**src/fog_macros.svh**
```systemverilog
`ifndef FOG_MACROS_SVH
`define FOG_MACROS_SVH

// Raw ADC sample width
`define FOG_ADC_W 14

// Datapath word for errors, steps, ramp and config words
`define FOG_DATA_W 32

// DAC bus width
`define FOG_DAC_W 16

// FIR length, N8FC2 set
`define FOG_FIR_TAPS 8

// Coefficients sum to about 2^15
// so this shift brings the FIR output back to unity DC gain
`define FOG_FIR_SHIFT 15

`endif

```
**src/fog_cfg_pkg.sv**
```systemverilog
`include "fog_macros.svh"

package fog_cfg_pkg;

	// Unsigned config word, counts and DAC levels
	typedef logic [`FOG_DATA_W-1:0] cfg_word_t;

	// Bias modulation setup
	typedef struct packed {
		cfg_word_t freq_cnt; // Clocks per half period, 4 or more
		cfg_word_t amp_h;    // DAC level, high half
		cfg_word_t amp_l;    // DAC level, low half
	} mod_cfg_t;

	// Demodulator setup
	typedef struct packed {
		cfg_word_t                       wait_cnt;   // Settle clocks per half, < freq_cnt
		logic signed [`FOG_DATA_W-1:0]   err_offset; // Added after polarity
		logic                            polarity;   // Negate high-minus-low
	} err_cfg_t;

	// Step generator setup
	typedef struct packed {
		logic                            fb_on;      // Closed loop when set
		logic [4:0]                      gain_sel;   // Arith shift of filtered error
		logic signed [`FOG_DATA_W-1:0]   const_step; // Open loop step
	} fb_cfg_t;

endpackage

```
**src/fog_data_pkg.sv**
```systemverilog
`include "fog_macros.svh"

package fog_data_pkg;

	// Two's complement ADC sample
	typedef logic signed [`FOG_ADC_W-1:0] adc_sample_t;

	// Errors, steps and the phase ramp all share this word
	typedef logic signed [`FOG_DATA_W-1:0] fog_word_t;

	// Word on the DAC bus, offset binary wrap is fine
	typedef logic [`FOG_DAC_W-1:0] dac_word_t;

	// One error per modulation period
	// stb high for a single clock, value held until next strobe
	typedef struct packed {
		logic      stb;   // Single-cycle valid
		fog_word_t value; // Raw or filtered error
	} err_stb_t;

	// FIR coefficient, Q15 style
	typedef logic signed [15:0] fir_coeff_t;

	// Low-pass set, symmetric
	// tap 0 multiplies the newest error
	localparam fir_coeff_t N8FC2 [`FOG_FIR_TAPS] = '{
		16'sd661,
		16'sd2126,
		16'sd5452,
		16'sd8144,
		16'sd8144,
		16'sd5452,
		16'sd2126,
		16'sd661
	};

endpackage

```
**src/fog_mod_demod.sv**
```systemverilog
`timescale 1ns/1ps

module fog_mod_demod (
	input  logic                     i_clock_adc,
	input  logic                     i_rst,
	input  fog_data_pkg::adc_sample_t i_adc,
	input  fog_cfg_pkg::mod_cfg_t    i_mod_cfg,
	input  fog_cfg_pkg::err_cfg_t    i_err_cfg,
	output logic                     o_mod_high,
	output fog_data_pkg::err_stb_t   o_err
);

	import fog_cfg_pkg::*;
	import fog_data_pkg::*;

	cfg_word_t cnt_q;      // Position inside current half
	logic      mod_high_q; // Current half, high first after reset
	fog_word_t sum_h_q;    // Gated sample sum, high half
	fog_word_t sum_l_q;    // Gated sample sum, low half
	err_stb_t  err_q;

	logic      last_cnt;
	logic      take;
	logic      period_end;
	fog_word_t adc_ext;
	fog_word_t sum_l_nxt;
	fog_word_t diff;
	fog_word_t err_nxt;

	assign last_cnt   = (cnt_q == i_mod_cfg.freq_cnt - 1'b1);
	assign take       = (cnt_q >= i_err_cfg.wait_cnt); // Past the settle window
	assign period_end = last_cnt & ~mod_high_q;         // Last clock of low half
	assign adc_ext    = fog_word_t'(i_adc);             // Sign extend

	// Low sum including the sample of this clock
	// the last low sample belongs in the error
	assign sum_l_nxt = take ? (sum_l_q + adc_ext) : sum_l_q;

	assign diff    = sum_h_q - sum_l_nxt;
	assign err_nxt = (i_err_cfg.polarity ? -diff : diff) + i_err_cfg.err_offset;

	// Half counter and phase flag
	always_ff @(posedge i_clock_adc) begin
		if (i_rst) begin
			cnt_q      <= '0;
			mod_high_q <= 1'b1;
		end else if (last_cnt) begin
			cnt_q      <= '0;
			mod_high_q <= ~mod_high_q; // Toggle on last count
		end else begin
			cnt_q <= cnt_q + 1'b1;
		end
	end

	// Synchronous demodulation sums
	always_ff @(posedge i_clock_adc) begin
		if (i_rst) begin
			sum_h_q <= '0;
			sum_l_q <= '0;
		end else if (period_end) begin
			// New period starts from empty sums
			sum_h_q <= '0;
			sum_l_q <= '0;
		end else if (take) begin
			if (mod_high_q)
				sum_h_q <= sum_h_q + adc_ext;
			else
				sum_l_q <= sum_l_nxt;
		end
	end

	// Period error, strobed with first clock of next high half
	always_ff @(posedge i_clock_adc) begin
		if (i_rst) begin
			err_q.stb   <= 1'b0;
			err_q.value <= '0;
		end else begin
			err_q.stb <= period_end;
			if (period_end)
				err_q.value <= err_nxt; // Held until next period
		end
	end

	assign o_mod_high = mod_high_q; // ADC timing uses this too
	assign o_err      = err_q;

endmodule

```
**config.mk**
```make
export PLATFORM = sky130hd
export DESIGN_NAME = fog_mod_demod
export DESIGN_NICKNAME = d
export VERILOG_FILES = /design/src/fog_cfg_pkg.sv /design/src/fog_data_pkg.sv /design/src/fog_mod_demod.sv
export VERILOG_INCLUDE_DIRS = /design/src
export SDC_FILE = /design/constraint.sdc
export NUM_CORES = 1
export LEC_CHECK = 0
export ABC_CLOCK_PERIOD_IN_PS = 12350
export BUFFER_PORTS_ARGS = -buffer_cell sky130_fd_sc_hd__buf_2
export CAP_MARGIN = 20
export CORE_MARGIN = 5
export CORE_UTILIZATION = 35
export CTS_CLUSTER_SIZE = 14
export DETAILED_ROUTE_END_ITERATION = 7
export PLACE_DENSITY = 0.52
export SKIP_LAST_GASP = 1
export SYNTH_ARGS = -nofsm -noshare
export SYNTH_HDL_FRONTEND = slang
export SYNTH_SLANG_ARGS = --single-unit
```
**constraint.sdc**
```tcl
create_clock -name i_clock_adc -period 12.35 [get_ports i_clock_adc]
set_clock_uncertainty 0.2 [all_clocks]
set_input_delay 2.47 -clock i_clock_adc [delete_from_list [all_inputs] [get_ports i_clock_adc]]
set_output_delay 2.47 -clock i_clock_adc [all_outputs]
set_load 0.02 [all_outputs]
```
* Word-level counts from Yosys, hierarchy flattened
Cells that the tools add are included.
Cells by class: $add $sub $neg 7, order comparisons 1, equal/unequal tests 1, multiplexer cells 2, bitwise logic cells 2, reductions and logical operators 4
Operators by type and width (number):
- $add A32 B14 Y32 | 2
- $mux W32 | 2
- $add A32 B1 Y32 const B | 1
- $add A32 B32 Y32 | 1
- $eq A32 B32 Y1 | 1
- $ge A32 B32 Y1 | 1
- $neg A32 Y32 | 1
- $sub A32 B1 Y32 const B | 1
- $sub A32 B32 Y32 | 1
- $reduce_and A2 Y1 | 2
- $reduce_or A2 Y1 | 2
- $and A1 B1 Y1 | 1
- $not A1 Y1 | 1
Word-level totals: register bits 130, input port bits 177, output and inout port bits 34, word-level logic and storage cells 23

* Longest topological paths before layout
Gate-level depths: netlist (run 1).
word-level depth 6, depth in mapped cells 42, mapped depth without buffers 40

* Worst setup path after synthesis (run 1)
OpenSTA, ideal clock, no wires.
kind input-to-reg, start input port i_err_cfg[48] in the netlist's numbering, end register err_q (netlist bit o_err[31]), library setup time 117 ps, data arrival time 10123 ps, required time 12033 ps, setup slack 1911 ps, stages on the path 41, path buffers 3, cells stage by stage inv_1 > ha_1 > nand2_1 > o21bai_1 > a2bb2oi_1 > and3_1 > a21o_1 > buf_6 > clkbuf_1 > buf_1 > mux2i_1 > ha_1 > a21o_1 > a21oi_1 > nor2b_1 > o21a_1 > o21a_1 > o41a_1 > (+5 left out) > nand2_1 > or4_1 > o21ai_0 > xnor2_1 > ha_1 > a21o_1 > nor3_1 > nand3_1 > and3_1 > nand2_1 > a21oi_1 > a21o_1 > a21o_1 > a21oi_1 > o21ai_0 > a21oi_1 > xnor2_1 > a22o_1
Between the ends: word-level cells in the longest chain between the ends 6
RTL lines:
- start, declared | RTL line fog_mod_demod.sv:8 | input fog_cfg_pkg::err_cfg_t i_err_cfg,
- $ge A32 B32 Y1 * | RTL line fog_mod_demod.sv:31 | assign take = (cnt_q >= i_err_cfg.wait_cnt);
- $mux W32 * | RTL line fog_mod_demod.sv:37 | assign sum_l_nxt = take ? (sum_l_q + adc_ext) : sum_l_q;
- $sub A32 B32 Y32 * | RTL line fog_mod_demod.sv:39 | assign diff = sum_h_q - sum_l_nxt;
- $neg A32 Y32 | RTL line fog_mod_demod.sv:40 | assign err_nxt = (i_err_cfg.polarity ? -diff : diff) + i_err_cfg.err_offset;
- $mux W32 * | RTL line fog_mod_demod.sv:40
- $add A32 B32 Y32 * | RTL line fog_mod_demod.sv:40
- end, declared | RTL line fog_mod_demod.sv:20 | err_stb_t err_q;
Mark *: on every way between the ends. The rest lies on a longest branch, timed or not. A chain may end at the register's enable or synchronous reset.

* Worst setup path after layout (run 1)
start input port i_err_cfg[63] in the netlist's numbering, end register err_q (netlist bit o_err[29])
Same word-level chain as after synthesis.

==> flow_metrics.env, run 1 <==
export IMPL_status="completed"
export IMPL_globalplace_congestion=0.8211
export IMPL_start_kind="primary input"
export IMPL_hold_buffers=0
export IMPL_drt_first_pass_iters=5
export IMPL_max_slew_margin_pct=33.91
export IMPL_gr_total_overflow=0
export IMPL_worstMarginPinSlew_ns=0.9913
export IMPL_path_buf_inv=3
export IMPL_post_synth_top_count_cell="nor2_1"
export IMPL_dpl_hpwl_mm=32.06
export IMPL_hp_start="o_err[24]$_SDFFE_PP0P_"
export IMPL_grt_max_degree=64
export IMPL_vias=12940
export IMPL_area_growth_pct=13.93
export IMPL_final_max_slew_violation_count=0
export IMPL_antenna_found_initial=1
export IMPL_endpoint_kind="register"
export IMPL_routed_wl_mm=40.37
export IMPL_r2r_start="cnt_q[28]$_SDFF_PP0_"
export IMPL_grt_pass1_wl_mm=64.70
export IMPL_min_period_ns=10.59
export IMPL_sw_frac_of_total_pct=25.22
export IMPL_numPlacedInstances=2445
export IMPL_nFillCells=4032
export IMPL_yosys_top_cells_count="nor2_1, nand2_1, ha_1"
export IMPL_cts_setup_buffers=0
export IMPL_drc=0
export IMPL_cp_required_ns=12.52
export IMPL_cts_tree="done"
export IMPL_path_clk_slew_ns=0.06
export IMPL_fin_nets=2283
export IMPL_crit_top_cell="o21ai_0"
export IMPL_cp_top_family="compound AO/OA/AOI/OAI gates"
export IMPL_max_cap_violations=0
export IMPL_synthTopCellsByArea="dfxtp_1, ha_1, xnor2_1"
export IMPL_fmax_mhz=94.41
export IMPL_rsz0062_at_grt="false"
export IMPL_hp_class="reg2reg"
export IMPL_cellPowerDensity_nw_per_um2=72.40
export IMPL_max_stage_delay_ns=0.59
export IMPL_multiInputGateArea_um2=10590
export IMPL_power_mw=1.130
export IMPL_avgSynthCellArea_um2=7.504
export IMPL_synthArstFlopShare_pct=0
export IMPL_synth_cells=1826
export IMPL_yosysSeqAreaShare_pct=18.99
export IMPL_crit_start="i_err_cfg[63]"
export IMPL_ir_worst_vdd_mv=0.08173
export IMPL_diodes=0
export IMPL_power_switching_uw=285.0
export IMPL_cts_inserted_buffers=17
export IMPL_reg2reg_slack_ns=3.46
export IMPL_worst_path_max_delay_cell="or4_1"
export IMPL_syn_num_nets=2163
export IMPL_synth_flop_cell="dfxtp_1"
export IMPL_p_int_uw=845.2
export IMPL_htree_levels=4
export IMPL_power_leakage_nw=6.803
export IMPL_cts_resized=0
export IMPL_ys_ff_latch=130
export IMPL_synth_area_um2=13700
export IMPL_layoutNonFillerInstCount=2477
export IMPL_reg2reg_depth=39
export IMPL_path_depth=38
export IMPL_critPathKind="in2reg"
export IMPL_synth_edf_count=0
export IMPL_cts_sinks=130
export IMPL_seqPwrFrac_pct=37.3
export IMPL_core_area_um2=38740
export IMPL_setup_tns_final_ns=0
export IMPL_clockBufferDepth=2
export IMPL_clock_latency_ns=0.44
export IMPL_grt_util_all_layers_pct=18.09
export IMPL_initial_core_util_pct=35.37
export IMPL_setup_viol=0
export IMPL_grt_pass1_vias=12640
export IMPL_drive_above_1_share_pct=11.59
export IMPL_wl_per_cell_um=16.30
export IMPL_die_h_um=207.9
export IMPL_ys_warn_count=0
export IMPL_drt_initial_drc_count=543
export IMPL_yosysTopAreaCellShare_pct=18.99
export IMPL_die_area_um2=43210
export IMPL_whs_path_depth=2
export IMPL_num_rows=72
export IMPL_cts_root_buf="clkbuf_16"
export IMPL_worst_ep_arrival_time_ns=10.76
export IMPL_pin_count=211
export IMPL_combPwrFrac_pct=10.8
export IMPL_regArea_um2=2603
export IMPL_synth_top_area_cell="dfxtp_1"
export IMPL_routed_via_density=5.225
export IMPL_finalHoldViolCount=0
export IMPL_post_route_period_util_pct=85.77
export IMPL_port_buffers=146
export IMPL_final_antenna_net_count=0
export IMPL_die_w_um=207.9
export IMPL_synthDistinctLibCells=93
export IMPL_p_clk_share_pct=51.9
export IMPL_crit_fanout=33
[sequential cells by signal, indices dropped and copies added (netlist names)]
| register | flops |
|---|---|
| cnt_q | 32 |
| o_err | 33 |
| o_mod_high | 1 |
| sum_h_q | 32 |
| sum_l_q | 32 |
[worst min-delay path, cell delays in order, from the launching register on]
cell and delay [ns]:
dfxtp_1 0.31, nand2_1 0.05, a21oi_1 0.05
[worst paths after layout]
kind | endpoint
worst max-delay path | o_err[29]$_SDFFE_PP0P_
worst min-delay path | o_err[24]$_SDFFE_PP0P_
worst max register to register | o_err[29]$_SDFFE_PP0P_
worst min register to register | o_err[24]$_SDFFE_PP0P_
[cells by family after synthesis]
family | Yosys count | synth area share [%]
compound gates | 463 | 22.25
buf+inv | 136 | 3.817
xor+xnor | 201 | 12.96
mux | 42 | 3.141
flops | 130 | 18.99
fa+ha+maj | 164 | 15.13
simple gates | 690 | 23.71
[final cells by class]
type / count / share of cell area [%]
tap: 518 / 4.152
clock inverter: 12 / 1.298
multi-input combinational: 1560 / 67.83
clock buffer: 20 / 2.990
timing repair buffer: 154 / 5.066
inverter: 83 / 1.996
sequential: 130 / 16.67
[metal layers]
layer	GRT usage, %	routed length [um]
met1	22.92	18820
met2	32.06	19770
met3	3.279	1226
met4	4.054	550
met5	0	0
[metrics by stage]
step,utilization (%),instance area [um2],hold slack (ns),setup slack (ns)
final,40.30,15610,0.2544,1.758
after global routing,40.30,15610,0.2908,1.084
after CTS,40.30,15610,0.2561,1.786
after detailed placement,38.57,14940,0.2479,1.327
after global placement,38.57,14940,0.2371,1.367
after floorplan,-,13700,0.2479,1.911
[cells in the final DEF (no fill, tap or decap), types with 38 or more instances in the layout]
master,Yosys,routed
a21o_1,46,45
xor2_1,71,71
inv_1,83,83
mux2i_1,38,38
nand3_1,54,54
xnor2_1,128,128
nor3_1,74,74
o21ai_0,79,79
ha_1,156,156
a21oi_1,155,155
dfxtp_1,130,130
nand2_1,184,184
buf_2,4,146
nor2_1,218,217
[power by group through the flow]
stage	Combinational [mW]	Clock, mW	Sequential, mW
after floorplan	0.0761	0	0.431
after global placement	0.121	0	0.431
after detailed placement	0.123	0	0.431
after CTS	0.123	0.600	0.422
after global routing	0.138	0.620	0.422
final	0.122	0.586	0.422
(Power assumes the default switching activity.)
==> run 2, diff against run 1 <==
--- a/config.mk
+++ b/config.mk
@@ -11,6 +11,7 @@
 export CAP_MARGIN = 20
 export CORE_MARGIN = 5
 export CORE_UTILIZATION = 35
+export CTS_BUF_LIST = sky130_fd_sc_hd__clkbuf_8
 export CTS_CLUSTER_SIZE = 14
 export DETAILED_ROUTE_END_ITERATION = 7
 export PLACE_DENSITY = 0.52
==> flow_metrics.env, run 2 (same netlist as run 1, synthesis figures left out) <==
export IMPL_status="completed"
export IMPL_max_stage_delay_ns=0.59
export IMPL_fin_nets=2283
export IMPL_min_period_ns=10.51
export IMPL_final_antenna_net_count=0
export IMPL_path_clk_slew_ns=0.08
export IMPL_cellPowerDensity_nw_per_um2=64.51
export IMPL_cts_setup_buffers=0
export IMPL_r2r_start="cnt_q[28]$_SDFF_PP0_"
export IMPL_worstMarginPinSlew_ns=0.9720
export IMPL_routed_wl_mm=40.12
export IMPL_critPathKind="in2reg"
export IMPL_reg2reg_slack_ns=3.50
export IMPL_routed_via_density=5.220
export IMPL_die_area_um2=43210
export IMPL_final_util_pct=39.80
export IMPL_power_leakage_nw=6.715
export IMPL_ir_worst_vdd_mv=0.06226
export IMPL_hp_start="o_err[24]$_SDFFE_PP0P_"
export IMPL_largest_reg_flops=33
export IMPL_reg2reg_depth=39
export IMPL_drive_above_1_share_pct=11.59
export IMPL_setup_slack_ns=1.836
export IMPL_power_uw=994.6
export IMPL_start_kind="primary input"
export IMPL_rsz0062_at_grt="false"
export IMPL_final_max_slew_violation_count=0
export IMPL_max_cap_violations=0
export IMPL_hp_class="reg2reg"
export IMPL_worst_path_max_delay_cell="or4_1"
export IMPL_gr_total_overflow=0
export IMPL_core_area_um2=38740
export IMPL_crit_fanout=33
export IMPL_r2r_end="o_err[29]$_SDFFE_PP0P_"
export IMPL_placed_cell_area_um2=14940
export IMPL_post_route_period_util_pct=85.14
export IMPL_die_w_um=207.9
export IMPL_cts_root_buf="clkbuf_8"
export IMPL_globalplace_congestion=0.8211
export IMPL_num_rows=72
export IMPL_numPlacedInstances=2445
export IMPL_clock_latency_ns=0.49
export IMPL_pin_count=211
export IMPL_fin_area_um2=15420
export IMPL_hold_slack_ns=0.2576
export IMPL_grt_pass1_vias=12580
export IMPL_grt_max_degree=64
export IMPL_htree_levels=4
export IMPL_layoutNonFillerInstCount=2477
export IMPL_clockBufferDepth=2
export IMPL_drt_initial_drc_count=579
export IMPL_vias=12930
export IMPL_area_growth_pct=12.53
export IMPL_antenna_found_initial=1
export IMPL_fmax_mhz=95.11
export IMPL_final_common_cell="nor2_1"
export IMPL_diodes=0
export IMPL_cts_inserted_buffers=17
export IMPL_wl_per_cell_um=16.20
export IMPL_cts_tree="done"
export IMPL_die_h_um=207.9
export IMPL_dpl_hpwl_mm=32.06
export IMPL_cts_sinks=130
export IMPL_crit_top_cell="o21ai_0"
export IMPL_max_slew_margin_pct=35.20
export IMPL_setup_tns_final_ns=0
export IMPL_finalHoldViolCount=0
export IMPL_whs_endpoint="o_err[24]$_SDFFE_PP0P_"
export IMPL_drt_first_pass_iters=7
export IMPL_setup_viol=0
export IMPL_layout_common_cells="nor2_1, nand2_1, ha_1, a21oi_1, buf_2"
export IMPL_grt_pass1_wl_mm=64.18
export IMPL_dpl_worst_slack_ns=1.327
export IMPL_grt_util_all_layers_pct=17.92
export IMPL_port_buffers=146
export IMPL_worst_ep_arrival_time_ns=10.73
export IMPL_endpoint_kind="register"
export IMPL_initial_core_util_pct=35.37
export IMPL_cp_required_ns=12.57
export IMPL_drc=0
export IMPL_whs_path_depth=2
export IMPL_cts_resized=0
export IMPL_hold_buffers=0
==> run 2: cell type report <==
cell class / instances / area (um2)
fillers: 4044 / 23320
multi-input cells: 1560 / 10590
flip-flops and latches: 130 / 2603
repair buffers: 154 / 790.8
well taps: 518 / 648.1
inverters: 83 / 311.5
clock buffers: 20 / 275.3
clock inverters: 12 / 202.7
==> run 2: worst max-delay path by stage <==
stage | from | to | cells after the start
after floorplan | i_err_cfg[48] | o_err[31]$_SDFFE_PP0P_ | 41
after global placement | i_err_cfg[63] | o_err[30]$_SDFFE_PP0P_ | 33
after detailed placement | i_err_cfg[63] | o_err[29]$_SDFFE_PP0P_ | 38
after CTS | i_err_cfg[63] | o_err[30]$_SDFFE_PP0P_ | 33
after global routing | i_err_cfg[62] | o_err[29]$_SDFFE_PP0P_ | 41
final | i_err_cfg[63] | o_err[29]$_SDFFE_PP0P_ | 38
==> run 2: layer usage <==
metal	part of all wire, %	vias up	global-route usage [%]
met3	3.1	26	3.098
met4	1.4	0	3.828
li1	-	6758	-
met2	49	173	31.86
met1	47	5974	22.78
met5	0	-	0
==> run 2: where the power goes <==
| part | leakage, nW | internal, mW | switching, mW |
|---|---|---|---|
| logic | 5.44 | 0.0503 | 0.0719 |
| clock network | 0.228 | 0.257 | 0.194 |
| registers | 1.05 | 0.420 | 0.00150 |
==> run 2: critical path: cells and delay by family <==
kind	cells	cell delay, ns
buf+inv	3	0.65
mux	1	0.30
xor+xnor	3	0.47
compound gates	17	3.44
fa+ha+maj	4	1.25
simple gates	10	2.14
==> run 3, diff against run 2 <==
--- a/config.mk
+++ b/config.mk
@@ -8,13 +8,12 @@
 export LEC_CHECK = 0
 export ABC_CLOCK_PERIOD_IN_PS = 12350
 export BUFFER_PORTS_ARGS = -buffer_cell sky130_fd_sc_hd__buf_2
-export CAP_MARGIN = 20
 export CORE_MARGIN = 5
-export CORE_UTILIZATION = 35
+export CORE_UTILIZATION = 30
 export CTS_BUF_LIST = sky130_fd_sc_hd__clkbuf_8
 export CTS_CLUSTER_SIZE = 14
 export DETAILED_ROUTE_END_ITERATION = 7
-export PLACE_DENSITY = 0.52
+export PLACE_DENSITY = 0.46
 export SKIP_LAST_GASP = 1
 export SYNTH_ARGS = -nofsm -noshare
 export SYNTH_HDL_FRONTEND = slang
==> flow_metrics.env, run 3 (same netlist as run 1, synthesis figures left out) <==
export IMPL_clockBufferDepth=2
export IMPL_antenna_found_initial=2
export IMPL_path_clk_slew_ns=0.07
export IMPL_cts_resized=0
export IMPL_fmax_mhz=94.00
export IMPL_drive_above_1_share_pct=11.59
export IMPL_final_max_slew_violation_count=0
export IMPL_worst_path_max_delay_cell="buf_4"
export IMPL_min_period_ns=10.64
export IMPL_final_common_cell="nor2_1"
export IMPL_layout_common_cells="nor2_1, nand2_1, ha_1, a21oi_1, buf_2"
export IMPL_vias=13120
export IMPL_cts_tree="done"
export IMPL_pin_count=211
export IMPL_drc=0
export IMPL_r2r_start="cnt_q[28]$_SDFF_PP0_"
export IMPL_drt_initial_drc_count=587
export IMPL_hp_start="o_err[24]$_SDFFE_PP0P_"
export IMPL_initial_core_util_pct=30.26
export IMPL_cellPowerDensity_nw_per_um2=59.41
export IMPL_cp_required_ns=12.58
export IMPL_gr_total_overflow=0
export IMPL_critPathKind="in2reg"
export IMPL_final_antenna_net_count=0
export IMPL_dpl_hpwl_mm=33.47
export IMPL_clock_latency_ns=0.55
export IMPL_max_slew_margin_pct=34.50
export IMPL_grt_pass1_vias=12760
export IMPL_setup_viol=0
export IMPL_rsz0062_at_grt="false"
export IMPL_hp_class="reg2reg"
export IMPL_num_rows=78
export IMPL_globalplace_congestion=0.8621
export IMPL_die_area_um2=50050
export IMPL_port_buffers=146
export IMPL_grt_max_degree=64
export IMPL_max_cap_violations=0
export IMPL_cts_root_buf="clkbuf_8"
export IMPL_hold_buffers=0
export IMPL_worst_ep_arrival_time_ns=10.87
export IMPL_endpoint_kind="register"
export IMPL_routed_wl_mm=42.09
export IMPL_cts_inserted_buffers=17
export IMPL_die_h_um=223.7
export IMPL_area_growth_pct=12.55
export IMPL_dpl_worst_slack_ns=1.233
export IMPL_worstMarginPinSlew_ns=0.9825
export IMPL_post_route_period_util_pct=86.14
export IMPL_max_stage_delay_ns=0.59
export IMPL_status="completed"
export IMPL_crit_start="i_err_cfg[63]"
export IMPL_setup_slack_ns=1.712
export IMPL_die_w_um=223.7
export IMPL_ir_worst_vdd_mv=0.06489
export IMPL_cts_setup_buffers=0
export IMPL_crit_top_cell="ha_1"
export IMPL_power_leakage_nw=6.660
export IMPL_start_kind="primary input"
export IMPL_grt_util_all_layers_pct=16.73
export IMPL_crit_fanout=32
export IMPL_routed_via_density=5.122
export IMPL_drt_first_pass_iters=5
export IMPL_wl_per_cell_um=16.44
export IMPL_htree_levels=4
export IMPL_core_area_um2=45280
export IMPL_cts_sinks=130
export IMPL_finalHoldViolCount=0
export IMPL_largest_reg_flops=33
export IMPL_fin_nets=2283
export IMPL_setup_tns_final_ns=0
export IMPL_grt_pass1_wl_mm=67.56
-- run 3: changes by cell type in the layout (fill, tap and decap cells not counted) --
cell / previous run / this run
bufinv_16: 5 / 1
clkbuf_8: 20 / 19
clkinv_2: 1 / 4
clkinv_4: 1 / 0
clkinvlp_4: 4 / 7
diode_2: 0 / 2
-- run 3: per-layer routing --
layer / track usage [%] / routed length, um / up-vias
li1: - / - / 6757
met1: 21.36 / 19730 / 6157
met2: 28.88 / 20280 / 173
met3: 3.040 / 1403 / 29
met4: 4.921 / 676 / 2
met5: 0 / 7 / -
-- run 3: worst paths after layout --
check                      endpoint  slack, ns  cells past startpoint
max reg2reg  o_err[30]$_SDFFE_PP0P_       3.32                     32
min          o_err[24]$_SDFFE_PP0P_       0.25                      2
max          o_err[30]$_SDFFE_PP0P_       1.71                     34
min reg2reg  o_err[24]$_SDFFE_PP0P_       0.25                      2
-- run 3: through the flow --
stage	cells	power [mW]	hold slack [ns]	area, um2	util [%]
3_3_place_gp	2527	0.5533	0.2363	15040	33.22
6_report	2561	0.9162	0.2536	15420	34.05
2_1_floorplan	1826	0.5067	0.2479	13700	-
4_1_cts	2559	0.9405	0.2547	15420	34.04
5_1_grt	2559	0.9685	0.2703	15420	34.04
3_5_place_dp	2527	0.5548	0.2450	15040	33.22
-- run 3: cell type report --
type,instances,area (um2)
fillers,4918,29860
multi-input cells,1560,10590
flip-flops and latches,130,2603
repair buffers,154,790.8
well taps,600,750.7
inverters,83,311.5
clock buffers,19,261.5
clock inverters,13,111.4
diodes,2,5.005
-- run 3: critical path, delay by kind of cell --
family                   cells  cell delay (ns)
multiplexers                 2             0.45
buffers and inverters        3             0.70
adder cells (fa/ha/maj)      3             1.10
XOR/XNOR                     1             0.13
AO/OA/AOI/OAI               13             3.39
AND/OR/NAND/NOR             12             2.60
-- run 3: report_power, final --
group / internal (mW) / switching, mW / total, mW
sequential: 0.420 / 0.00155 / 0.421
combinational: 0.0503 / 0.0732 / 0.123
clock: 0.167 / 0.204 / 0.372
total: 0.637 / 0.279 / 0.916
